===== src/design/dcache_params.svh =====
`ifndef DCACHE_PARAMS_SVH
`define DCACHE_PARAMS_SVH

// associativity
`define DC_WAYS 4
`define DC_WAY_W 2

// sets per way
`define DC_SETS 16

// line geometry
`define DC_LINE_WORDS 4
`define DC_LINE_W (`DC_LINE_WORDS * 32)
`define DC_LINE_BYTES (`DC_LINE_W / 8)

// address split into tag | index | offset
`define DC_INDEX_W 4
`define DC_OFFSET_W 4
`define DC_TAG_W (32 - `DC_INDEX_W - `DC_OFFSET_W)

// memory side works on line addresses
`define DC_LINE_ADDR_W (`DC_TAG_W + `DC_INDEX_W)

`endif


===== src/design/dcache_pkg.sv =====
`include "dcache_params.svh"

package dcache_pkg;

    // core access width
    typedef enum logic [1:0] {
        size_byte = 2'd0,
        size_half = 2'd1,
        size_word = 2'd2
    } access_size_t;

    // a cache line seen as words for loads and refill
    // or as bytes when a store is merged in
    typedef union packed {
        logic [`DC_LINE_WORDS-1:0][31:0] words;
        logic [`DC_LINE_BYTES-1:0][7:0]  bytes;
    } cache_line_t;

    // main FSM of the controller
    typedef enum logic [2:0] {
        idle      = 3'd0,
        lookup    = 3'd1,
        writeback = 3'd2,  // dirty victim goes out first
        refill    = 3'd3,
        respond   = 3'd4
    } ctrl_state_t;

endpackage


===== src/design/dcache_read_sel.sv =====
`timescale 1ns/1ps
`include "dcache_params.svh"

module dcache_read_sel (
    input  dcache_pkg::cache_line_t [`DC_WAYS-1:0] way_lines,
    input  logic [`DC_WAYS-1:0]                    way_hit,
    input  logic [`DC_WAY_W-1:0]                   victim,
    input  logic [`DC_OFFSET_W-1:0]                offset,
    input  dcache_pkg::access_size_t               size,
    input  logic                                   signed_ext,
    output dcache_pkg::cache_line_t                hit_line,
    output dcache_pkg::cache_line_t                victim_line,
    output logic [31:0]                            load_data
);

    logic [7:0]  byte_val;
    logic [15:0] half_val;
    logic [31:0] word_val;

    // at most one way hits
    always_comb begin
        hit_line = '0;
        for (int w = 0; w < `DC_WAYS; w++) begin
            if (way_hit[w]) begin
                hit_line = way_lines[w];
            end
        end
    end

    assign victim_line = way_lines[victim];

    assign word_val = hit_line.words[offset[`DC_OFFSET_W-1:2]];
    assign byte_val = hit_line.bytes[offset];
    assign half_val = {hit_line.bytes[{offset[`DC_OFFSET_W-1:1], 1'b1}],
                       hit_line.bytes[{offset[`DC_OFFSET_W-1:1], 1'b0}]};  // little endian

    always_comb begin
        case (size)
            dcache_pkg::size_byte: begin
                load_data = {{24{signed_ext & byte_val[7]}}, byte_val};
            end
            dcache_pkg::size_half: begin
                load_data = {{16{signed_ext & half_val[15]}}, half_val};
            end
            default: load_data = word_val;
        endcase
    end

endmodule


===== config.mk =====
export PLATFORM = sky130hd
export DESIGN_NAME = dcache_read_sel
export DESIGN_NICKNAME = d
export VERILOG_FILES = /design/src/design/dcache_pkg.sv /design/src/design/dcache_read_sel.sv
export VERILOG_INCLUDE_DIRS = /design/src /design/src/design
export SDC_FILE = /design/constraint.sdc
export NUM_CORES = 1
export LEC_CHECK = 0
export ABC_AREA = 1
export BUFFER_PORTS_ARGS = -buffer_cell sky130_fd_sc_hd__buf_4
export CAP_MARGIN = 10
export CORE_AREA = 2 2 317 319
export DETAILED_ROUTE_END_ITERATION = 8
export DIE_AREA = 0 0 319 321
export SLEW_MARGIN = 20
export SYNTH_ARGS = -nofsm -noshare
export SYNTH_HDL_FRONTEND = slang
export SYNTH_SLANG_ARGS = --single-unit

===== constraint.sdc =====
create_clock -name vclk -period 2.4
set_input_delay 0.48 -clock vclk [all_inputs]
set_output_delay 0.48 -clock vclk [all_outputs]
set_load 0.03 [all_outputs]

# After elaboration in Yosys (flattened, before gate mapping)
# Cells that the tools add are included.
totals:
  ff_bits: 0
  input_bits: 525
op_classes:
  bitwise: 2
  mux: 15
  eq_ne: 1
  reduce_logical: 1
  n_lt_le_gt_ge: 5
ops:
  columns: ["operator", "count"]
  rows:
  - ["2-to-1 mux 128 bit", 5]
  - ["binary-select mux 128 bit (select 2 bit)", 1]
  - ["binary-select mux 32 bit (select 2 bit)", 1]
  - ["case mux 32 bit (2 select lines)", 1]
  - ["binary-select mux 8 bit (select 3 bit)", 2]
  - ["binary-select mux 8 bit (select 4 bit)", 1]
  - ["2-to-1 mux 32 bit", 1]
  - ["2-to-1 mux 8 bit", 3]
  - ["< comparator 4 x 5 -> 1 bit, second input constant", 3]
  - ["< comparator 2 x 3 -> 1 bit, second input constant", 2]
  - ["bitwise AND 1 bit", 2]
  - ["equality test 2 x 1 -> 1 bit, second input constant", 1]
  - ["logical NOT 2 bit", 1]

# Logic depth before layout (Yosys ltp)
depth:
  ltp_word: 8
  mapped_depth: 17

# Worst setup path after synthesis
# No wires, ideal clock.
synth_path:
  path_type: "input to output"
  startpoint: "input port way_hit[0]"
  endpoint: "output port load_data[7]"
  t_arrival_ns: 2.379
  required_time_ns: 1.920
  setup_slack_ns: -0.459
  path_buffers: 2
  stages: 12
  cell_sequence: "buf_4 > buf_2 > nand2_1 > nand2_1 > o211ai_1 > a21boi_0 > nand2_1 > nand3_1 > nand2_1 > nand2_1 > nand3_1 > nand3_1"
synth_rtl:
  columns: ["item", "line_no", "text"]
  rows:
  - ["start: declaration", "dcache_read_sel.sv:6", "input logic [`DC_WAYS-1:0] way_hit,"]
  - ["end: declaration", "dcache_read_sel.sv:13", "output logic [31:0] load_data"]

# Final worst setup path
layout_path:
  startpoint: "input port way_hit[0]"
  endpoint: "output port load_data[10]"
layout_via:
  elab_chain_cells: 8
layout_rtl:
  columns: ["item", "line_no", "text"]
  rows:
  - ["2-to-1 mux 128 bit (*) (4 in a row)", "dcache_read_sel.sv:24", "if (way_hit[w]) begin"]
  - ["binary-select mux 8 bit (select 4 bit)", "dcache_read_sel.sv:33", "assign byte_val = hit_line.bytes[offset];"]
  - ["2-to-1 mux 8 bit (implied by the code)", "dcache_read_sel.sv:33", null]
  - ["bitwise AND 1 bit", "dcache_read_sel.sv:40", "load_data = {{24{signed_ext & byte_val[7]}}, byte_val};"]
  - ["case mux 32 bit (2 select lines) (*)", "dcache_read_sel.sv:38", "case (size)"]
# Every way passes the cells marked *; elsewhere a longest branch is shown, timed or not. The select of a mux whose other input is x is not followed.

==> results.ini <==
[timing]
fmax_mhz=337
setup_tns_ns=-23.09
period_share_pct=124
slew_viol_final=0
worst_pin_slew_ns=0.538
slew-limit-headroom_pct=63.9
hold_viol_final=0
rsz0062_at_grt=true
holdWs_ns=1.35
period_minus_slack_ns=2.97
fin_ws_ns=-0.568
setup_viol=95

[floorplanning]
core_area_sq_mm=0.0993
placementRows=116
dieArea_sq_mm=0.102
ios=813
die_h_um=321
initial_core_util_pct=11.5
chipWidth_um=319

[drt]
wl_per_cell_um=28.7
wirelength_um=141000
firstDrtPassIters=5
drc=0
postRouteAntennaNets=0
viasPerCell=4.80
first_iter_violations=2025
vias=23465

[grt]
gr-usage-all-layers_pct=25.9
grt_max_degree=93
grt_pass1_vias=22725
antenna_found_initial=41
grt_pass1_wl_um=187000
globalRouteOverflowTotal=0

[clock_tree]
holdBufCountCts=0

[finish]
design.seq.count=0
fill_cells=11252
regArea_sq_um=0
nClkBuffers=0
syn2layout_area_growth_pct=133
final_nets=4092
finalNonFillerCells=4893
final_core_util_pct=26.9
design_area_sq_mm=0.0267
drive_gt1_share_pct=51.2

[power]
total_power_mw=7.90
p_leak_nw=12.6
vdd_drop_max_uv=155
power_density_mw_per_mm2=295

[setup_path]
max_stage_delay_ns=0.25
path_common_cell=nand2_1
worstSetupPathType=in2out
crit_fanout=7
end_kind=output pin
critPathLaunchType=input pin
arrival_ns=2.49
crit_chain=buf_8, inv_6, nor2_8, buf_12, buf_12, buf_16, nand2_2, nand2_1, o211ai_1, nand2_2, nand2_1, nand3_1, nand2_1, nand2_1, nand3_2, nand3_4, buf_8
cpMaxStageDelayCell=nand2_2
required_ns=1.92

[synth]
syn_avg_cell_area_sq_um=4.66
yosysWarnings=0
syn-cell-area_sq_mm=0.0115
yosysSeqAreaShare_pct=0
synth_fp_nets=2986
synthDominantCellAreaShare_pct=26.0
synth_cell_type_count=37
yosys.area.top_type=nand2_1
synthCells=2461
netlist_top_cells_area=nand2_1 (26%), nand3_1 (13%), o21ai_0 (13%), nor2_1 (10%), a21oi_1 (7.2%)
synthTopCellsByCount=nand2_1 (794), nor2_1 (316), nand3_1 (300)
synth_most_common_cell=nand2_1

[placed_design]
dp.cells=4756
gp_congestion=0.955
io_buffers=813
dp_hpwl_um=118000
dpl_worst_slack_ns=-0.985
placed_cell_area_sq_mm=0.0231

[run_status]
violations=negative setup slack
status=finished with violations

[min_path]
hold_start=way_lines[319]
hold_path_depth=4
min_path_type=in2out
holdPathEnd=victim_line[63]

[run]
cap_viol_max_count=0

-- power by group --
group	internal (mW)	switching, mW
combinational	3.31	4.59
sequential	0	0
clock	0.00000144	0
-- cell usage in the layout, fill, tap and decap left out, drive strengths merged --
| cell | instances |
|---|---|
| nor2 | 320 |
| o211ai | 89 |
| clkbuf | 2 |
| inv | 50 |
| nand3 | 304 |
| a21oi | 173 |
| a21o | 6 |
| o21ai | 305 |
| and2 | 16 |
| a21boi | 12 |
| diode | 30 |
| bufbuf | 2 |
| clkinv | 1 |
| nand3b | 1 |
| nand4 | 2 |
| o22ai | 125 |
| buf | 1339 |
| nand2 | 799 |
| or2 | 18 |
| a31oi | 1 |
-- worst max path at each step --
stage / endpoint / cells after the start / startpoint / slack (ns)
after global placement: load_data[0] / 16 / way_hit[1] / -1.01
final: load_data[10] / 17 / way_hit[0] / -0.57
after global routing: load_data[9] / 16 / way_hit[0] / -0.67
after detailed placement: load_data[16] / 14 / way_hit[1] / -0.98
after CTS: load_data[6] / 16 / way_hit[0] / -0.61
after floorplan: load_data[4] / 15 / way_hit[0] / -0.04
-- repair_timing --
item / in CTS / in global routing
setup buffers: 71 / 37
pin swaps: 136 / 104
cloned: 16 / 2
endpoints found under the setup margin: 105 / 130
gates resized for setup: 420 / 216
endpoints found under the hold margin: 0 / 0
-- worst max-delay path: cells and delay by family --
kind / cells / cell delay, ns
buf+inv: 6 / 0.73
compound gates: 1 / 0.23
simple gates: 10 / 0.97
-- layer usage --
metal / share of wire [%] / global-route usage [%] / up-vias
li1: - / - / 10629
met1: 41 / 32.4 / 11312
met2: 47 / 44.8 / 1276
met3: 7.1 / 4.56 / 236
met4: 4.1 / 8.76 / 12
met5: 0.048 / 0 / -
-- kinds of logic (layout without fill, tap and decap cells) --
family	after synthesis	after routing	share of synthesized area [%]
compound gates	711	711	35.3
other cells	0	30	0
simple gates	1460	1460	52.7
buf+inv	290	1394	12.0
-- layout make-up --
type,instances,area [sq um],share of cell area (%)
tap,1298,1620,6.07
antenna,30,75.1,0.281
timing repair buffer,1343,12500,46.7
inverter,51,256,0.959
multi-input combinational,2171,12300,46.0
Power figures use the tool's default switching activity.
