--- src/design/dcache_params.svh ---
`ifndef DCACHE_PARAMS_SVH
`define DCACHE_PARAMS_SVH

// associativity
`define DC_WAYS 4
`define DC_WAY_W 2

// sets per way
`define DC_SETS 16

// line geometry
`define DC_LINE_WORDS 4
`define DC_LINE_W (`DC_LINE_WORDS * 32)
`define DC_LINE_BYTES (`DC_LINE_W / 8)

// address split into tag | index | offset
`define DC_INDEX_W 4
`define DC_OFFSET_W 4
`define DC_TAG_W (32 - `DC_INDEX_W - `DC_OFFSET_W)

// memory side works on line addresses
`define DC_LINE_ADDR_W (`DC_TAG_W + `DC_INDEX_W)

`endif

--- src/design/dcache_pkg.sv ---
`include "dcache_params.svh"

package dcache_pkg;

    // core access width
    typedef enum logic [1:0] {
        size_byte = 2'd0,
        size_half = 2'd1,
        size_word = 2'd2
    } access_size_t;

    // a cache line seen as words for loads and refill
    // or as bytes when a store is merged in
    typedef union packed {
        logic [`DC_LINE_WORDS-1:0][31:0] words;
        logic [`DC_LINE_BYTES-1:0][7:0]  bytes;
    } cache_line_t;

    // main FSM of the controller
    typedef enum logic [2:0] {
        idle      = 3'd0,
        lookup    = 3'd1,
        writeback = 3'd2,  // dirty victim goes out first
        refill    = 3'd3,
        respond   = 3'd4
    } ctrl_state_t;

endpackage

--- src/design/dcache_mem_port.sv ---
`timescale 1ns/1ps
`include "dcache_params.svh"

module dcache_mem_port (
    input  logic                       clk,
    input  logic                       reset,
    input  logic                       start_wb,
    input  logic                       start_refill,
    input  logic [`DC_LINE_ADDR_W-1:0] line_addr,
    input  dcache_pkg::cache_line_t    wb_line,
    output logic                       done,
    output dcache_pkg::cache_line_t    refill_line,
    output logic                       mem_req,
    output logic                       mem_we,
    output logic [31:0]                mem_addr,
    output logic [`DC_LINE_W-1:0]      mem_wdata,
    input  logic                       mem_ack,
    input  logic [`DC_LINE_W-1:0]      mem_rdata
);

    logic                       req_q;
    logic                       wait_low;   // req dropped, ack still high
    logic                       we_q;
    logic [`DC_LINE_ADDR_W-1:0] addr_q;
    dcache_pkg::cache_line_t    wdata_q;

    always_ff @(posedge clk) begin
        if (reset) begin
            req_q    <= 1'b0;
            wait_low <= 1'b0;
            done     <= 1'b0;
        end else begin
            done <= 1'b0;
            if (start_wb || start_refill) begin
                req_q <= 1'b1;
            end else if (req_q && mem_ack) begin
                req_q    <= 1'b0;
                wait_low <= 1'b1;
            end else if (wait_low && !mem_ack) begin
                wait_low <= 1'b0;
                done     <= 1'b1;  // handshake closed
            end
        end
    end

    // address and data held for the whole transaction
    always_ff @(posedge clk) begin
        if (start_wb || start_refill) begin
            we_q    <= start_wb;
            addr_q  <= line_addr;
            wdata_q <= wb_line;
        end
        if (req_q && mem_ack && !we_q) begin
            refill_line <= mem_rdata;
        end
    end

    assign mem_req   = req_q;
    assign mem_we    = we_q;
    assign mem_addr  = {addr_q, {`DC_OFFSET_W{1'b0}}};  // line aligned
    assign mem_wdata = wdata_q;

endmodule

--- config.mk ---
export PLATFORM = sky130hd
export DESIGN_NAME = dcache_mem_port
export DESIGN_NICKNAME = d
export VERILOG_FILES = /design/src/design/dcache_pkg.sv /design/src/design/dcache_mem_port.sv
export VERILOG_INCLUDE_DIRS = /design/src /design/src/design
export SDC_FILE = /design/constraint.sdc
export NUM_CORES = 1
export LEC_CHECK = 0
export BUFFER_PORTS_ARGS = -buffer_cell sky130_fd_sc_hd__buf_2
export CORE_AREA = 2 2 227 229
export CTS_CLUSTER_SIZE = 10
export DETAILED_ROUTE_END_ITERATION = 16
export DIE_AREA = 0 0 229 231
export PLACE_DENSITY = 0.41
export SLEW_MARGIN = 20
export SYNTH_ARGS = -nofsm -noshare
export SYNTH_HDL_FRONTEND = slang
export SYNTH_SLANG_ARGS = --single-unit
--- constraint.sdc ---
create_clock -name clk -period 15.9 [get_ports clk]
set_input_delay 3.18 -clock clk [delete_from_list [all_inputs] [get_ports clk]]
set_output_delay 3.18 -clock clk [all_outputs]
set_load 0.02 [all_outputs]
* Word-level counts from Yosys, hierarchy flattened
Cells that the tools add are included.
** Word-level totals
- Register bits :: 288
- Bits in latches :: 0
- Bits in writable memories :: 0
- ROM bits :: 0
- Bits of input ports :: 289
- Output and inout port bits :: 291
- Word-level logic and storage cells :: 23
- Memories :: 0
** Operators by class
- $add $sub $neg :: 0
- $mul :: 0
- Div/mod/pow operators :: 0
- Order comparisons :: 0
- Eq/ne operators :: 0
- Shift-type cells :: 0
- Mux-type cells :: 5
- Bitwise operators :: 1
- Reduce and logical (&&, ||, !) cells :: 10
** Operators with widths (count)
- 1-bit two-way mux :: 5
- 2-bit nonzero test :: 2
- 1-bit logical AND :: 3
- 3-bit OR reduction :: 1
- 1-bit logical NOT :: 2
- 2-bit AND reduction :: 1
- 1-bit logical OR :: 1
- 1-bit inverter :: 1

* Depth between registers and ports, before layout
- Depth after elaboration :: 4
- Gate-level depth with buffers :: 2
- Depth with buffers taken out :: 2

* Worst setup path after synthesis
OpenSTA, ideal clock, no wires.
- Path kind :: input to register
- From :: in mem_ack
- To :: reg refill_line[0] in the netlist's numbering (enable)
- Setup time :: 616 ps
- Arrival :: 8554 ps
- Slack :: 6730 ps
- Cell stages on the path :: 2
- Buffers on the path :: 0
- Cells stage by stage :: nand2_1 -> nor2_1
** Between the ends
- Longest elaborated chain between the ends :: 2
** Ends and longest elaborated chain
- start, declared :: line dcache_mem_port.sv:17 : input logic mem_ack,
- 1-bit logical AND (2 in a row) :: line dcache_mem_port.sv:53 : if (req_q && mem_ack && !we_q) begin
- end signal, assigned :: line dcache_mem_port.sv:54 : refill_line <= mem_rdata;
- end, declared :: line dcache_mem_port.sv:12 : output dcache_pkg::cache_line_t refill_line,
No other way between the ends.
A chain may end at the register's enable or synchronous reset.

* Worst setup path after layout
- From :: in mem_ack
- To :: reg refill_line[9] in the netlist's numbering (enable)
The elaborated chain is that of the path after synthesis.

==> summary.md <==
| Metric | Value |
|---|---|
| RSZ-0062 raised after global routing | false |
| Crit-path max FO | between 70 and 80 |
| Die H | roughly 230 um |
| Final Max Slew Viols | 0 |
| Vias in the first global route | around 6000 |
| Most frequent cells in the layout | buf_2, edfxtp_1, clkbuf_16 |
| CTS tree | done |
| R2R Path Start | mem_req |
| Achievable Freq | 0.197 GHz |
| DR vias | ~5600 |
| Placement Rows | 83 |
| Cell taking the most area after synthesis | edfxtp_1 |
| Mapped Avg Cell Area | between 20 and 30 um2 |
| Worst endpoint required time | ~16 ns |
| Clock root buffer | clkbuf_16 |
| WL final | 31.6 mm |
| Drt wl/cell | approximately 20 um |
| Core ar. | roughly 50000 um2 |
| Final setup TNS | 0 ns |
| Cell repeated most along the worst path | buf_4 |
| Die X | approximately 230 um |
| HPWL after detailed placement | between 20 and 30 mm |
| Mapped cell area | between 8000 and 9000 um2 |
| Yosys warns | 0 |
| PnR worst setup slack | about 11 ns |
| Worst Skew | 0.0104 ns |
| Effective utilization at floorplan | 0.172 |
| DR DRC count | 0 |
| Critical-path top delay cell | buf_4 |
| CP peak stage delay | between 0.7 and 0.8 ns |
| Commonest non-fill, non-tap cell in the layout | buf_2 |
| Pre-CTS setup slack | 10.28 ns |
| Largest net degree at the start of global routing | 76 |
| Endpoints failing setup | 0 |
| Worst-margin pin slew | a little under 1 ns |
| Netlist cell types | 13 |
| Initial antenna violation count | 8 |
| Crit path launch type | input port |
| Area growth from synthesis to layout | 54.9% |
| Headroom to the max-slew limit | 0.347 |
| Register bit total from synthesis | between 200 and 300 |
| Post-CTS Setup Bufs | 0 |
| Maximum vdd drop | approximately 0.073 mV |
| Vias per cell | around 3.4 |
| # fillers | around 5300 |
| WHS | ~0.50 ns |
| CP Capture Type | flip-flop |
| GR Util All Layers | 0.115 |
| Leakage | 5.62 nW |
| GR Overflow Total | 0 |
| IO Count | between 500 and 600 |
| RR Endpoint | refill_line[9] |
| WP depth | 5 |
| Clock buffer depth | 3 |
| Clock slew at reported path FFs | around 0.05 ns |
| Post-Synthesis Cells | a little over 300 |
| Layout cells sized above 1 | 0.667 |
| Crit Path Class | input port to flip-flop |
| Critical path destination | refill_line[9] |
| Starting DRC count in detailed routing | approximately 240 |
| CTS buffer count | 36 |
| Die footprint | 52900 um2 |
| Hold-fix buffers, CTS | 0 |
| Post-DRT Antenna Nets | 0 |
| Largest delay share family, worst path | buffers and inverters |
| WP data arrival | 5.23 ns |
| Global-route wire length before repair | ~43 mm |
| Final Cycle Share | 0.319 |
| Share of the synthesized area in the top cell type | 0.981 |
| Cell Pwr Density | about 130 nW/um2 |
| H-tree depth | 2 |
| Min Tclk post-route | ~5 ns |
| Top cells by area, synth | edfxtp_1, dfxtp_1, buf_4 |
| Worst path buffer plus inverter count | 3 |
| Hold Crit Class | flip-flop to flip-flop |
| Reg2Reg Depth | 4 |
| # clock sinks | between 200 and 300 |
| Post-CTS sizing | 0 |
| Crit. Startpoint | mem_ack |
| Max-cap viol count | 0 |
| # nets final | 1207 |
| Worst-Skew Late Latency | about 0.53 ns |
| Outcome | finished, final reports clean |
| Worst-path cell chain | buf_2 > nand2_1 > nor2_4 > buf_4 > buf_4 |
| Final Hold Viols | 0 |
| R2r setup slk | 13.19 ns |
| IO buf count | 575 |
| Diodes inserted | 0 |
| First-pass DRT Iterations | 4 |
| Sequential-to-total area share from yosys stat | 0.988 |
| Final Wtd Congestion | around 0.76 |
worst min-delay path by stage:
stage	endpoint	startpoint	depth (start not counted)
2_1_floorplan	done	wait_low	1
3_3_place_gp	done	wait_low	1
3_5_place_dp	done	wait_low	1
4_1_cts	done	wait_low	1
5_1_grt	done	wait_low	1
6_report	done	wait_low	1
cell type report:
| cell class | count | area, um2 | share of cell area |
|---|---|---|---|
| sequential | 288 | 8620 | 0.638 |
| multi-input combinational | 12 | 86.3 | 0.00639 |
| tap | 680 | 851 | 0.0630 |
| inverter | 1 | 3.75 | 0.000278 |
| clock inverter | 4 | 33.8 | 0.00250 |
| clock buffer | 51 | 1010 | 0.0747 |
| timing repair buffer | 579 | 2910 | 0.215 |
synth_stat cells:
cell type / number
edfxtp_1: 285
buf_4: 4
dfxtp_1: 3
conb_1: 1
inv_1: 1
nand2_1: 1
nor2_1: 1
nor2b_1: 1
nor3b_1: 1
nor4b_2: 1
o21a_1: 1
o221a_1: 1
or2_4: 1
where the power goes:
group / leakage [nW] / switching (mW) / internal [mW] / total, mW
Combinational: 2.32 / 0.111 / 0.0560 / 0.167
Sequential: 2.79 / 0.0141 / 0.891 / 0.905
Clock: 0.507 / 0.299 / 0.438 / 0.738
Total: 5.62 / 0.425 / 1.38 / 1.81
state kept, by name, summed over array words and instances, names as in the netlist:
signal,count
wait_low,1
mem_we,1
done,1
mem_wdata,128
addr_q,28
mem_req,1
refill_line,128
worst register-to-register path, cell delays in order, from the launching register on:
cell and delay, ns:
dfxtp_1 0.39, nand2_1 0.12, nor2_4 0.31, buf_4 0.79
buf_4 0.71
metal layers:
| layer | GRT usage | routed length [um] | vias to the layer above |
|---|---|---|---|
| met5 | 0 | 79 | - |
| met4 | 0.0337 | 749 | 12 |
| met3 | 0.0650 | 4110 | 69 |
| met2 | 0.214 | 16900 | 401 |
| met1 | 0.104 | 9780 | 2627 |
| li1 | - | - | 2452 |
metrics by stage:
stage | util | cell area [um2] | total power, mW | std cells
6_report | 0.267 | 13500 | 1.81 | 1615
2_1_floorplan | - | 8730 | 0.996 | 305
3_3_place_gp | 0.246 | 12500 | 1.09 | 1560
4_1_cts | 0.267 | 13500 | 1.85 | 1615
3_5_place_dp | 0.246 | 12500 | 1.09 | 1560
5_1_grt | 0.267 | 13500 | 1.88 | 1615
kinds of logic (layout without fill, tap and decap cells):
logic type / Yosys count / count (layout) / share of synthesized area
flops: 288 / 288 / 0.988
compound gates: 2 / 2 / 0.00215
simple gates: 6 / 6 / 0.00517
other cells: 1 / 4 / 0.000430
buf+inv: 5 / 635 / 0.00387
Note: power is estimated with default switching activity, not from simulation.
