[src/design/dcache_params.svh]
`ifndef DCACHE_PARAMS_SVH
`define DCACHE_PARAMS_SVH

// associativity
`define DC_WAYS 4
`define DC_WAY_W 2

// sets per way
`define DC_SETS 16

// line geometry
`define DC_LINE_WORDS 4
`define DC_LINE_W (`DC_LINE_WORDS * 32)
`define DC_LINE_BYTES (`DC_LINE_W / 8)

// address split into tag | index | offset
`define DC_INDEX_W 4
`define DC_OFFSET_W 4
`define DC_TAG_W (32 - `DC_INDEX_W - `DC_OFFSET_W)

// memory side works on line addresses
`define DC_LINE_ADDR_W (`DC_TAG_W + `DC_INDEX_W)

`endif

[src/design/dcache_pkg.sv]
`include "dcache_params.svh"

package dcache_pkg;

    // core access width
    typedef enum logic [1:0] {
        size_byte = 2'd0,
        size_half = 2'd1,
        size_word = 2'd2
    } access_size_t;

    // a cache line seen as words for loads and refill
    // or as bytes when a store is merged in
    typedef union packed {
        logic [`DC_LINE_WORDS-1:0][31:0] words;
        logic [`DC_LINE_BYTES-1:0][7:0]  bytes;
    } cache_line_t;

    // main FSM of the controller
    typedef enum logic [2:0] {
        idle      = 3'd0,
        lookup    = 3'd1,
        writeback = 3'd2,  // dirty victim goes out first
        refill    = 3'd3,
        respond   = 3'd4
    } ctrl_state_t;

endpackage

[src/design/dcache_way.sv]
`timescale 1ns/1ps
`include "dcache_params.svh"

module dcache_way (
    input  logic                    clk,
    input  logic                    reset,
    input  logic [`DC_INDEX_W-1:0]  index,
    input  logic [`DC_TAG_W-1:0]    lookup_tag,
    input  logic                    line_we,
    input  logic                    fill,
    input  dcache_pkg::cache_line_t wr_line,
    input  logic                    wr_dirty,
    output logic                    hit,
    output logic                    line_valid,
    output logic                    line_dirty,
    output logic [`DC_TAG_W-1:0]    line_tag,
    output dcache_pkg::cache_line_t rd_line
);

    logic [`DC_TAG_W-1:0]    tag_mem  [`DC_SETS];
    dcache_pkg::cache_line_t data_mem [`DC_SETS];
    logic [`DC_SETS-1:0]     valid_bits;
    logic [`DC_SETS-1:0]     dirty_bits;

    // state bits per set
    always_ff @(posedge clk) begin
        if (reset) begin
            valid_bits <= '0;
            dirty_bits <= '0;
        end else begin
            if (line_we) begin
                dirty_bits[index] <= wr_dirty;
            end
            if (fill) begin
                valid_bits[index] <= 1'b1;  // line now owned by this way
            end
        end
    end

    // tag and data storage
    always_ff @(posedge clk) begin
        if (line_we) begin
            data_mem[index] <= wr_line;
        end
        if (fill) begin
            tag_mem[index] <= lookup_tag;
        end
    end

    // asynchronous read at the current index
    assign line_valid = valid_bits[index];
    assign line_dirty = dirty_bits[index];
    assign line_tag   = tag_mem[index];
    assign rd_line    = data_mem[index];

    assign hit = line_valid && (line_tag == lookup_tag);

endmodule

[config.mk]
export PLATFORM = sky130hd
export DESIGN_NAME = dcache_way
export DESIGN_NICKNAME = d
export VERILOG_FILES = /design/src/design/dcache_pkg.sv /design/src/design/dcache_way.sv
export VERILOG_INCLUDE_DIRS = /design/src /design/src/design
export SDC_FILE = /design/constraint.sdc
export NUM_CORES = 2
export LEC_CHECK = 0
export CORE_MARGIN = 2
export CORE_UTILIZATION = 56
export CTS_BUF_LIST = sky130_fd_sc_hd__clkbuf_8
export DETAILED_ROUTE_END_ITERATION = 10
export DONT_BUFFER_PORTS = 1
export HOLD_SLACK_MARGIN = 0.15
export PLACE_DENSITY_LB_ADDON = 0.25
export SLEW_MARGIN = 10
export SYNTH_ARGS = -nofsm -noshare
export SYNTH_HDL_FRONTEND = slang
export SYNTH_SLANG_ARGS = --single-unit
[constraint.sdc]
create_clock -name clk -period 18.7 [get_ports clk]
set_clock_uncertainty 0.2 [all_clocks]
set_input_delay 1.87 -clock clk [delete_from_list [all_inputs] [get_ports clk]]
set_output_delay 1.87 -clock clk [all_outputs]
set_load 0.005 [all_outputs]
# Yosys cells after proc, flatten, opt, wreduce, memory -nomap -nowiden

Memories as Yosys holds them, arrays and structs flattened.
Index checks and enable logic that the tools add are counted.

Register bits: 32
RAM bits: 2,432
Output and inout bits: 155
Memories kept: 2

Order comparisons: 2
Eq/ne operators: 1
Multiplexer cells: 11
Bitwise logic cells: 1
Reductions and logical operators: 2

Memory list:

| memory   | depth | bits a word | rd ports | clocked after Yosys merged registers in | wr ports | line             | RTL |
|---|---|---|---|---|---|---|---|
| data_mem | 16    | 128         | 1        | 0                                       | 1        | dcache_way.sv:21 | `` dcache_pkg::cache_line_t data_mem [`DC_SETS]; `` |
| tag_mem  | 16    | 24          | 1        | 0                                       | 1        | dcache_way.sv:20 | `` logic [`DC_TAG_W-1:0] tag_mem [`DC_SETS]; `` |

Operators with widths:

| kind                                                                  | number |
|---|---|
| 24-bit equality test                                                  | 1 |
| 16-bit bitwise mux                                                    | 1 |
| 16-bit OR                                                             | 1 |
| 1-bit binary-select mux with 4-bit select                             | 2 |
| 1-bit 2-to-1 mux                                                      | 7 |
| 4-bit by 5-bit < comparator with 1-bit output, second input constant  | 1 |
| 1-bit demux with 4-bit select                                         | 1 |
| 4-bit by 1-bit >= comparator with 1-bit output, second input constant | 1 |
| 1-bit logical AND                                                     | 2 |

# Logic depth before layout (Yosys ltp)

Word-level depth: 5
Mapped depth: 12
Mapped depth without buffers: 7

# Worst setup path after synthesis

OpenSTA, ideal clock, no wires.

Path kind: input to register
From: input index[0]
To: register dirty_bits[3]
Arrival: 12.460 ns
Required time: 18.372 ns
Slack: 5.912 ns
Cell stages on the path: 9
Path buffers: 4
Cells stage by stage: clkbuf_2 buf_6 buf_2 buf_2 and2_1 nand2_1 nor3_1 mux2i_1 nor2_1

Cells in the longest elaborated chain, start to end: 5

Ends and longest elaborated chain:

| element                                                                                                                               | line             | RTL |
|---|---|---|
| start, declared                                                                                                                       | dcache_way.sv:7  | `` input logic [`DC_INDEX_W-1:0] index, `` |
| 4-bit by 5-bit < comparator with 1-bit output (not written as such) or 4-bit by 1-bit >= comparator with 1-bit output (tied branches) | dcache_way.sv:32 | `dirty_bits[index] <= wr_dirty;` |
| 1-bit logical AND (not written as such)                                                                                               | dcache_way.sv:32 |  |
| 1-bit 2-to-1 mux (not written as such)                                                                                                | dcache_way.sv:32 |  |
| 1-bit demux with 4-bit select *                                                                                                       | dcache_way.sv:32 |  |
| 16-bit bitwise mux *                                                                                                                  | dcache_way.sv:32 |  |
| end signal, assigned by index                                                                                                         | dcache_way.sv:32 |  |
| end, declared                                                                                                                         | dcache_way.sv:23 | `` logic [`DC_SETS-1:0] dirty_bits; `` |

Every way passes the cells marked *; elsewhere a longest branch is shown, timed or not.
A chain may end at the register's enable or synchronous reset.

==> summary.md <==
| Metric | Value |
|---|---|
| Outcome | finished clean |
| Clock Tree Buf Depth | 4 |
| # rows | 149 |
| WHS Path Cells | 2 |
| Hold Path Origin | dirty_bits[6] |
| Drt first pass iters | 7 |
| CTS root buf | clkbuf_8 |
| Vias in the first global route | 42850 |
| CTS buffer count | 399 |
| Post_cts resized | 0 |
| Post-route ant nets | 0 |
| Worst Path Arrival | 5.90 ns |
| GR Util met2 | 0.3841 |
| Netlist cell types | 46 |
| Crit end category | output port |
| Total GRT Usage | 0.2407 |
| Worst Tran Pin Value | 1.332 ns |
| GR Layer Usage met1 | 0.3265 |
| Most used cell, CP | buf_16 |
| Slew Viols, Final | 0 |
| Crit path required time | 16.63 ns |
| # setup viols final | 0 |
| GRT busiest layer | met2 |
| Setup TNS | 0 ns |
| Post-detail-place hpwl | 93030 um |
| Fin util | 0.6241 |
| Startpoint types | primary input |
| Die H | 412.1 um |
| Die width | 412.1 um |
| Core Box Area | 165200 sq um |
| Power per cell area | 105.1 nW/um^2 |
| Gr ovfl total | 0 |
| Post-CTS Hold Buffers | 0 |
| Post-synthesis sequential area ratio | 0.7900 |
| FF+latch count, synth | 2464 |
| Vias per std cell | 6.307 |
| Share of layout cells above drive strength 1 | 0.3037 |
| VDD IR max | 0.1066 mV |
| CTS tree | built |
| Initial DRC count | 4316 |
| Max-slew headroom | 0.1120 |
| Mapped Area | 93250 sq um |
| Reg-to-reg slack, setup | 17.83 ns |
| Synthesized instance count | 3745 |
| CP Max Fanout | 112 |
| Count of flip-flops with a built-in enable after synthesis | 2432 |
| Worst r2r path cells | 2 |
| Clock sink total | 2464 |
| Ys async rst share | 0 |
| Critical path's slowest cell | buf_16 |
| Most frequent cells in the layout | edfxtp_1 (2432), mux4_2 (731), clkbuf_8 (410) |
| GP Congestion | 0.7453 |
| F_max | 125.5 MHz |
| Synth warn | 0 |
| Die area | 169800 sq um |
| H-tree levels | 5 |
| DR DRC count | 0 |
| Via Count | 40960 |
| Global Route met3 Usage | 0.07122 |
| Worst-Skew Late Latency | 1.03 ns |
| Initial antenna violation count | 2 |
| Worst-path cell chain | buf_16 > buf_16 > buf_16 > buf_16 > mux4_2 > mux4_2 |
| Starting Density | 0.5645 |
| WL per Instance | 31.15 um |
| Period minus WS final | 7.969 ns |
| Number of port buffers | 0 |
| Synthesized area per cell | 24.90 sq um |
| Worst hold path class | reg2reg |
| Clock Pin Slew Worst Setup and Hold Paths | 0.06 ns |
| Post-Syn Nets | 3906 |
| Main synth FF type | edfxtp_1 |
| Largest net degree at the start of global routing | 625 |
| Max-cap viol count | 0 |
| RSZ-0062 raised after global routing | no |
| Area Overhead vs Synth | 10.56% |
| Hold Violations, Final | 0 |
| Reg-to-Reg End | dirty_bits[15] |
| Max incr delay on CP | 0.67 ns |
| Final nets | 4169 |
| # IOs | 316 |
| Cell leakage power | 32.15 nW |
| R2r startpoint | dirty_bits[15] |
| Fin crit share | 0.4262 |
| Most common cell after layout, fill and taps aside | edfxtp_1 |
| Post-CTS setup buffers | 0 |
| Critical path type | in2out |
| Worst Hold End | dirty_bits[6] |
| First-pass GRT wire length | 292100 um |
| Final WL | 202300 um |
[cell type report]
class | instances | area, sq um
inverters | 10 | 37.54
clock buffers | 410 | 5643
fillers | 10980 | 62080
well taps | 2189 | 2739
diodes | 2 | 5.005
repair buffers | 54 | 648.1
flip-flops and latches | 2464 | 73670
clock inverters | 287 | 1445
multi-input cells | 1079 | 18900
[routing by layer]
layer,share of wire,up-vias
met2,0.50,1768
met5,0,-
met4,0.021,0
met1,0.39,22080
met3,0.097,294
li1,-,16820
[critical path: cells and delay by family]
kind	cells	cell delay, ns
multiplexers	2	1.15
buffers and inverters	4	2.51
[metrics by stage]
stage | setup slack [ns] | power (mW) | hold WS [ns] | cells | instance area, sq um
final | 10.73 | 10.83 | 0.2637 | 6495 | 103100
after global routing | 10.34 | 11.18 | 0.2879 | 6494 | 103100
after CTS | 12.21 | 10.85 | 0.2676 | 6484 | 102800
after detailed placement | 12.29 | 6.709 | 0.2593 | 5787 | 95750
after global placement | 12.27 | 6.700 | 0.2452 | 5787 | 95750
after floorplan | 5.912 | 6.677 | 0.2348 | 3745 | 93250
[synthesized netlist by cell type (5+ instances only)]
master	n	area, sq um
nand2_1	53	198.9
inv_1	9	33.78
xnor2_1	25	219.0
nor2b_1	5	31.28
edfxtp_1	2432	73030
buf_6	6	67.56
nor2_1	73	274.0
buf_1	25	93.84
a22oi_1	21	157.7
clkbuf_1	84	315.3
mux4_2	731	16460
mux2_2	7	78.83
mux2i_1	50	500.5
xor2_1	8	70.07
dfxtp_1	32	640.6
o21ai_0	34	170.2
buf_2	72	360.4
a21oi_1	22	110.1
[worst max path at each step]
stage	from	endpoint	slack (ns)	cells past startpoint
CTS	index[0]	hit	12.21	7
floorplan	index[0]	dirty_bits[3]	5.91	9
global route	index[0]	rd_line[0]	10.34	6
detailed placement	index[0]	hit	12.29	7
finish	index[0]	rd_line[0]	10.73	6
global placement	index[0]	hit	12.27	7
[power by group]
group | internal [mW] | switching [mW] | total [mW]
Combinational | 0.222 | 0.229 | 0.451
Clock | 2.16 | 2.01 | 4.17
Sequential | 6.19 | 0.0236 | 6.21
[cell families (layout without fill, tap and decap cells)]
family          after synthesis  after routing  synth area share
flops                      2464           2464            0.7900
mux                         788            788            0.1828
buf+inv                     202            761          0.009755
simple gates                149            149          0.006615
compound gates              109            109          0.007715
xor+xnor                     33             33          0.003100
other cells                   0              2                 0
[flip-flops by register name, summed over array words and instances (netlist names)]
register,cells
tag_mem,384
dirty_bits,16
data_mem,2048
valid_bits,16
No activity file was read; power rests on OpenSTA's default activity.
