`src/design/dcache_params.svh`:
```
`ifndef DCACHE_PARAMS_SVH
`define DCACHE_PARAMS_SVH

// associativity
`define DC_WAYS 4
`define DC_WAY_W 2

// sets per way
`define DC_SETS 16

// line geometry
`define DC_LINE_WORDS 4
`define DC_LINE_W (`DC_LINE_WORDS * 32)
`define DC_LINE_BYTES (`DC_LINE_W / 8)

// address split into tag | index | offset
`define DC_INDEX_W 4
`define DC_OFFSET_W 4
`define DC_TAG_W (32 - `DC_INDEX_W - `DC_OFFSET_W)

// memory side works on line addresses
`define DC_LINE_ADDR_W (`DC_TAG_W + `DC_INDEX_W)

`endif

```
`src/design/dcache_pkg.sv`:
```
`include "dcache_params.svh"

package dcache_pkg;

    // core access width
    typedef enum logic [1:0] {
        size_byte = 2'd0,
        size_half = 2'd1,
        size_word = 2'd2
    } access_size_t;

    // a cache line seen as words for loads and refill
    // or as bytes when a store is merged in
    typedef union packed {
        logic [`DC_LINE_WORDS-1:0][31:0] words;
        logic [`DC_LINE_BYTES-1:0][7:0]  bytes;
    } cache_line_t;

    // main FSM of the controller
    typedef enum logic [2:0] {
        idle      = 3'd0,
        lookup    = 3'd1,
        writeback = 3'd2,  // dirty victim goes out first
        refill    = 3'd3,
        respond   = 3'd4
    } ctrl_state_t;

endpackage

```
`src/design/dcache_ctrl.sv`:
```
`timescale 1ns/1ps
`include "dcache_params.svh"

module dcache_ctrl (
    input  logic                                 clk,
    input  logic                                 reset,
    input  logic                                 valid,
    input  logic                                 op,          // 1 store, 0 load
    input  logic                                 signed_ext,
    input  logic [31:0]                          addr,
    input  logic [31:0]                          wdata,
    input  dcache_pkg::access_size_t             size,
    input  logic [`DC_WAYS-1:0]                  way_hit,
    input  logic [`DC_WAYS-1:0]                  way_valid,
    input  logic [`DC_WAYS-1:0]                  way_dirty,
    input  logic [`DC_WAYS-1:0][`DC_TAG_W-1:0]   way_tags,
    input  dcache_pkg::cache_line_t              hit_line,
    input  dcache_pkg::cache_line_t              victim_line,
    input  dcache_pkg::cache_line_t              refill_line,
    input  logic [31:0]                          load_data,
    input  logic                                 mem_done,
    output logic [`DC_INDEX_W-1:0]               index,
    output logic [`DC_TAG_W-1:0]                 lookup_tag,
    output logic [`DC_OFFSET_W-1:0]              offset,
    output dcache_pkg::access_size_t             size_q,
    output logic                                 signed_ext_q,
    output logic [`DC_WAY_W-1:0]                 victim,
    output logic [`DC_WAYS-1:0]                  line_we,
    output logic [`DC_WAYS-1:0]                  fill,
    output dcache_pkg::cache_line_t              wr_line,
    output logic                                 wr_dirty,
    output logic                                 start_wb,
    output logic                                 start_refill,
    output logic [`DC_LINE_ADDR_W-1:0]           mem_line_addr,
    output dcache_pkg::cache_line_t              wb_line,
    output logic                                 data_valid,
    output logic                                 exception,
    output logic [31:0]                          rdata
);

    dcache_pkg::ctrl_state_t          state, state_next;
    logic [31:0]                      addr_q;
    logic [31:0]                      wdata_q;
    logic                             op_q;
    logic                             misaligned;
    logic                             misaligned_q;
    logic [`DC_SETS-1:0][`DC_WAY_W-1:0] rr_ptr;   // round-robin pointer per set
    logic [`DC_WAY_W-1:0]             invalid_way;
    logic                             has_invalid;
    logic [`DC_WAY_W-1:0]             victim_new;
    logic [`DC_WAY_W-1:0]             victim_q;
    logic                             miss_dirty;

    // write the store bytes into a line via the byte view
    function automatic dcache_pkg::cache_line_t merge_store(
        input dcache_pkg::cache_line_t  line,
        input logic [`DC_OFFSET_W-1:0]  off,
        input dcache_pkg::access_size_t sz,
        input logic [31:0]              data
    );
        dcache_pkg::cache_line_t m;
        int k;
        m = line;
        case (sz)
            dcache_pkg::size_byte: m.bytes[off] = data[7:0];
            dcache_pkg::size_half: begin
                m.bytes[{off[`DC_OFFSET_W-1:1], 1'b0}] = data[7:0];
                m.bytes[{off[`DC_OFFSET_W-1:1], 1'b1}] = data[15:8];
            end
            default: begin
                for (k = 0; k < 4; k++) begin
                    m.bytes[{off[`DC_OFFSET_W-1:2], 2'(k)}] = data[8*k +: 8];
                end
            end
        endcase
        return m;
    endfunction

    assign misaligned = (size == dcache_pkg::size_half && addr[0]) ||
                        (size == dcache_pkg::size_word && addr[1:0] != 2'b00);

    assign offset     = addr_q[`DC_OFFSET_W-1:0];
    assign index      = addr_q[`DC_OFFSET_W +: `DC_INDEX_W];
    assign lookup_tag = addr_q[31 -: `DC_TAG_W];

    // lowest invalid way wins, else the set's round-robin way
    always_comb begin
        has_invalid = 1'b0;
        invalid_way = '0;
        for (int w = `DC_WAYS - 1; w >= 0; w--) begin
            if (!way_valid[w]) begin
                has_invalid = 1'b1;
                invalid_way = `DC_WAY_W'(w);
            end
        end
        victim_new = has_invalid ? invalid_way : rr_ptr[index];
    end

    assign miss_dirty = way_valid[victim_new] && way_dirty[victim_new];
    assign victim     = (state == dcache_pkg::lookup) ? victim_new : victim_q;
    assign wb_line    = victim_line;

    // writeback targets the victim's own line, refill the requested one
    assign mem_line_addr = start_wb ? {way_tags[victim_new], index} : {lookup_tag, index};

    always_comb begin
        state_next   = state;
        line_we      = '0;
        fill         = '0;
        wr_line      = hit_line;
        wr_dirty     = 1'b0;
        start_wb     = 1'b0;
        start_refill = 1'b0;
        case (state)
            dcache_pkg::idle: if (valid) state_next = dcache_pkg::lookup;
            dcache_pkg::lookup: begin
                if (misaligned_q) begin
                    state_next = dcache_pkg::respond;   // cache left alone
                end else if (|way_hit) begin
                    if (op_q) begin
                        line_we  = way_hit;
                        wr_line  = merge_store(hit_line, offset, size_q, wdata_q);
                        wr_dirty = 1'b1;
                    end
                    state_next = dcache_pkg::respond;
                end else if (miss_dirty) begin
                    start_wb   = 1'b1;
                    state_next = dcache_pkg::writeback;
                end else begin
                    start_refill = 1'b1;
                    state_next   = dcache_pkg::refill;
                end
            end
            dcache_pkg::writeback: begin
                if (mem_done) begin
                    start_refill = 1'b1;
                    state_next   = dcache_pkg::refill;
                end
            end
            dcache_pkg::refill: begin
                if (mem_done) begin
                    line_we[victim_q] = 1'b1;
                    fill[victim_q]    = 1'b1;
                    wr_line  = op_q ? merge_store(refill_line, offset, size_q, wdata_q)
                                    : refill_line;
                    wr_dirty = op_q;  // clean unless a store went in
                    state_next = dcache_pkg::respond;
                end
            end
            default: state_next = dcache_pkg::idle;
        endcase
    end

    always_ff @(posedge clk) begin
        if (reset) begin
            state  <= dcache_pkg::idle;
            rr_ptr <= '0;
        end else begin
            state <= state_next;
            if (state == dcache_pkg::lookup && !misaligned_q && !(|way_hit) && !has_invalid) begin
                rr_ptr[index] <= rr_ptr[index] + 1'b1;
            end
        end
    end

    // request buffer
    always_ff @(posedge clk) begin
        if (state == dcache_pkg::idle && valid) begin
            addr_q       <= addr;
            wdata_q      <= wdata;
            op_q         <= op;
            size_q       <= size;
            signed_ext_q <= signed_ext;
            misaligned_q <= misaligned;
        end
        if (state == dcache_pkg::lookup) begin
            victim_q <= victim_new;
        end
    end

    // way holds the line by respond, so load data comes straight from the selector
    assign data_valid = (state == dcache_pkg::respond);
    assign exception  = (state == dcache_pkg::respond) && misaligned_q;
    assign rdata      = load_data;

endmodule

```
`config.mk`:
```
export PLATFORM = sky130hd
export DESIGN_NAME = dcache_ctrl
export DESIGN_NICKNAME = d
export VERILOG_FILES = /design/src/design/dcache_pkg.sv /design/src/design/dcache_ctrl.sv
export VERILOG_INCLUDE_DIRS = /design/src /design/src/design
export SDC_FILE = /design/constraint.sdc
export NUM_CORES = 1
export LEC_CHECK = 0
export BUFFER_PORTS_ARGS = -buffer_cell sky130_fd_sc_hd__buf_4
export CORE_AREA = 8 8 366 368
export CTS_CLUSTER_DIAMETER = 150
export CTS_CLUSTER_SIZE = 25
export DETAILED_ROUTE_END_ITERATION = 7
export DIE_AREA = 0 0 374 376
export HOLD_SLACK_MARGIN = 0.02
export PLACE_DENSITY = 0.3
export SLEW_MARGIN = 20
export SYNTH_ARGS = -nofsm -noshare
export SYNTH_HDL_FRONTEND = slang
export SYNTH_SLANG_ARGS = --single-unit
```
`constraint.sdc`:
```
create_clock -name clk -period 12.7 [get_ports clk]
set_clock_uncertainty 0.05 [all_clocks]
set_input_delay 2.54 -clock clk [delete_from_list [all_inputs] [get_ports clk]]
set_output_delay 2.54 -clock clk [all_outputs]
set_load 0.01 [all_outputs]
```
Word-level counts from Yosys, hierarchy flattened
Cells that the tools add are included.
{"block": "totals", "inputBits": 596, "mem_bits_ro": 0, "ramBits": 0, "regBits": 106, "memories": 0, "latchBits": 0, "wordCells": 167}
{"block": "op_classes", "magnitude_cmp": 19, "addsub": 1, "muxes": 87, "bitwise": 0, "eq_ne": 10, "shifts": 0, "n_mul": 0, "n_reduce_logical": 26, "div_mod_pow": 0}
{"cell": "128-bit bitwise mux", "count": 14}
{"cell": "128-bit case mux with 2 select lines", "count": 3}
{"cell": "128-bit two-way mux", "count": 5}
{"cell": "8-bit demux with 2-bit select", "count": 4}
{"cell": "8-bit two-way mux", "count": 7}
{"cell": "24-bit binary-select mux with 2-bit select", "count": 1}
{"cell": "8-bit demux with 3-bit select", "count": 2}
{"cell": "4-bit by 5-bit < comparator with 1-bit output (second input constant)", "count": 8}
{"cell": "32-bit bitwise mux", "count": 1}
{"cell": "8-bit demux with 4-bit select", "count": 1}
{"cell": "4-bit by 1-bit greater-or-equal comparator with 1-bit output (second input constant)", "count": 8}
{"cell": "28-bit two-way mux", "count": 1}
{"cell": "24-bit two-way mux", "count": 1}
{"cell": "1-bit two-way mux", "count": 20}
{"cell": "4-bit two-way mux", "count": 5}
{"cell": "1-bit logical AND", "count": 17}
{"cell": "2-bit two-way mux", "count": 8}
{"cell": "3-bit two-way mux", "count": 5}
{"cell": "3-bit case mux with 4 select lines", "count": 1}
{"cell": "2-bit binary-select mux with 4-bit select", "count": 1}
{"cell": "2-bit demux with 4-bit select", "count": 1}
{"cell": "4-bit case mux with 2 select lines", "count": 1}
{"cell": "3-bit by 2-bit == test with 1-bit output (second input constant)", "count": 2}
{"cell": "2-bit by 3-bit < comparator with 1-bit output (second input constant)", "count": 2}
{"cell": "other kinds (17)", "count": 24}

Depth between registers and ports, before layout
{"block": "logic_depth", "ltp_word": 13, "ltp_mapped": 10, "mapped_depth_nobuf": 6}

Least setup slack after synthesis
Ideal clock, no wire load.
{"block": "synth_path", "path_kind": "in2reg", "startpoint": "in valid", "endpoint": "reg addr_q[0], enable pin", "slack_ns": 2.432, "required_time_ns": 11.960, "t_arrival_ns": 9.527, "path_stages": 1, "setup_ns": 0.690, "path_cell_list": "nor4b_1"}
{"block": "synth_via", "elab_chain_len": 1}
{"element": "from (decl)", "line_no": "dcache_ctrl.sv:7", "source": "input logic valid,"}
{"element": "1-bit logical AND", "line_no": "dcache_ctrl.sv:168", "source": "if (state == dcache_pkg::idle && valid) begin"}
{"element": "to (signal assigned)", "line_no": "dcache_ctrl.sv:169", "source": "addr_q <= addr;"}
{"element": "to (decl)", "line_no": "dcache_ctrl.sv:42", "source": "logic [31:0] addr_q;"}
Every way passes these cells.
A chain may end at the register's enable or synchronous reset.

==> flow_summary.ini <==
[clock_tree]
cts_tree = built
clkSinkCount = 106
cts_setup_buffers = 0
htree_levels = 3
root_buffer = clkbuf_16
cts.path.max_buffers = 2
numCtsBuffers = 9
hold_buffers = 0
cts_resized = 0
clk_pin_slew_ns = 0.07
clk_latency_ns = 0.41

[worst_setup_path]
cp.required_ns = 10.11
critPathKind = in2out
cp-start-kind = primary input
crit_path_end_kind = output pin
crit_fanout = 42
r2r-start = addr_q[7]
arrival_ns = 5.70
critPathLaunch = mem_done

[synth]
yosysUniqueCellTypes = 83
synthArstFlopShare = 0
netlist_area_um2 = 15600
ys.flop_type = edfxtp_1
ys_seq_area_frac = 0.180
synth-seq-cells = 106
synth-warning-count = 0
synthesis.nets = 2693
synth-edff-count = 69
avgSynthCellArea_um2 = 7.44
synth_cells = 2097

[finish]
n_fill_cell = 14600
multi_input_area_um2 = 10800
final_cell_mix = buf_4 (716), nand2_1 (191), a21oi_1 (185)
drive_above_1_share = 0.338
regArea_um2 = 2810
layout_commonest_cell = buf_4
syn_to_final_growth_pct = 37.9
nets = 3052

[run]
maxCapViolations = 0

[floorplanning]
fp.dieArea_um2 = 141000
num_rows = 132
fp.dieH_um = 376
die_w_um = 374
io_pins = 962
core_um2 = 128000
start_util = 0.122

[timing]
finalSetupTns_ns = 0
fin_crit_ns = 8.29
fin_crit_sh = 0.652
maxSlewViolCount = 0
worst_slew_pin_slew_ns = 1.06
fmax_mhz = 121
setup_ws_ns = 4.41
hold_viol_final = 0
rsz0062_at_grt = no
maxSlewHeadroom = 0.292
setup_violations = 0

[worst_hold_path]
min_from = rr_ptr[6]
worstHoldPathType = reg2reg

[global_routing]
grt_overflow = 0
antenna_found_initial = 53
grt_first_pass_wirelength_mm = 196
grt_max_degree = 104
grt_pass1_vias = 19900
grt.total_usage = 0.203

[drt]
via_per_inst = 4.73
first_pass_iters = 5
drt_iter0_markers = 1479
drc_errors = 0
detailroute.via_count = 19700
totalWireLength_mm = 152
wl_per_cell_um = 36.5
ant_nets = 0

[power]
powerDensity_nw_per_um2 = 66.4
vdd_ir_drop_max_v = 0.0000764
p_leak_nw = 8.81

[status]
status = complete, no violations

[placement]
place_ws_ns = 4.46
hpwl_mm = 120
io_buffers = 641
place.gp.congestion = 0.812
-- worst max-delay path, stage by stage --
cell and delay (ns):
buf_4 0.32, clkinv_1 0.59, nor2_4 0.64, buf_4 0.67, o21ai_0 0.29, o32ai_1 0.33
buf_4 0.18
-- sequential cells by signal, summed over array words and instances (netlist names) --
register	cells
signed_ext_q	1
rr_ptr	32
wdata_q	32
victim_q	2
state	3
size_q	2
op_q	1
addr_q	32
misaligned_q	1
-- cells in the mapped netlist (23+ instances only) --
master | instances | area (um2)
o221ai_1 | 50 | 438
a221oi_1 | 26 | 228
nor3_1 | 42 | 210
nor2_1 | 167 | 627
buf_4 | 168 | 1260
o22ai_1 | 75 | 469
o21ai_0 | 156 | 781
a211oi_1 | 23 | 173
clkbuf_1 | 170 | 638
a21oi_1 | 186 | 931
mux2i_1 | 184 | 1840
o211ai_1 | 25 | 188
edfxtp_1 | 69 | 2070
a221o_1 | 41 | 410
nand2_1 | 193 | 724
dfxtp_1 | 37 | 741
nand3_1 | 44 | 220
-- through the flow --
| stage | hold WS [ns] | total power [mW] | util | area, um2 | std cells |
|---|---|---|---|---|---|
| finish | 0.427 | 1.43 | 0.168 | 21500 | 4154 |
| global route | 0.429 | 1.50 | 0.167 | 21500 | 4136 |
| CTS | 0.427 | 1.46 | 0.167 | 21500 | 4136 |
| detailed placement | 0.410 | 1.15 | 0.165 | 21200 | 4120 |
| global placement | 0.405 | 1.15 | 0.165 | 21200 | 4120 |
| floorplan | 0.377 | 0.772 | - | 15600 | 2097 |
-- area by class of cell --
type                            count  share of cell area
Clock inverter                      7             0.00227
Timing Repair Buffer              717               0.251
Clock buffer                        9              0.0105
Tap cell                         1675              0.0974
Inverter                           21             0.00366
Antenna cell                       18             0.00209
Sequential cell                   106               0.131
Multi-Input combinational cell   1601               0.502
-- kinds of logic (layout without fill, tap and decap cells) --
group                  count (synthesis)  in the layout  synth area share
AO/OA/AOI/OAI                        800            800             0.347
other                                  0             18                 0
flip-flops                           106            106             0.180
AND/OR/NAND/NOR                      572            572             0.171
multiplexers                         227            227             0.162
buffers and inverters                390            754             0.139
XOR/XNOR                               2              2           0.00112
-- per-layer routing --
layer	up-vias	share of wire	global-route usage
met3	269	0.081	0.0672
met1	9819	0.36	0.213
li1	8609	-	-
met5	-	0.0020	0
met4	46	0.051	0.0884
met2	916	0.51	0.368
-- worst paths after layout --
| check | endpoint | slack [ns] | cells past startpoint |
|---|---|---|---|
| worst max-delay path | wr_line[80] | 4.41 | 7 |
| worst min register to register | rr_ptr[6] | 0.43 | 2 |
| worst max register to register | rr_ptr[25] | 8.91 | 6 |
| worst min-delay path | rr_ptr[6] | 0.43 | 2 |
-- where the power goes --
part / internal [mW] / switching [mW]
logic: 0.282 / 0.435
registers: 0.388 / 0.0246
clock network: 0.135 / 0.163
total: 0.805 / 0.623
No activity file was read; power rests on OpenSTA's default activity.
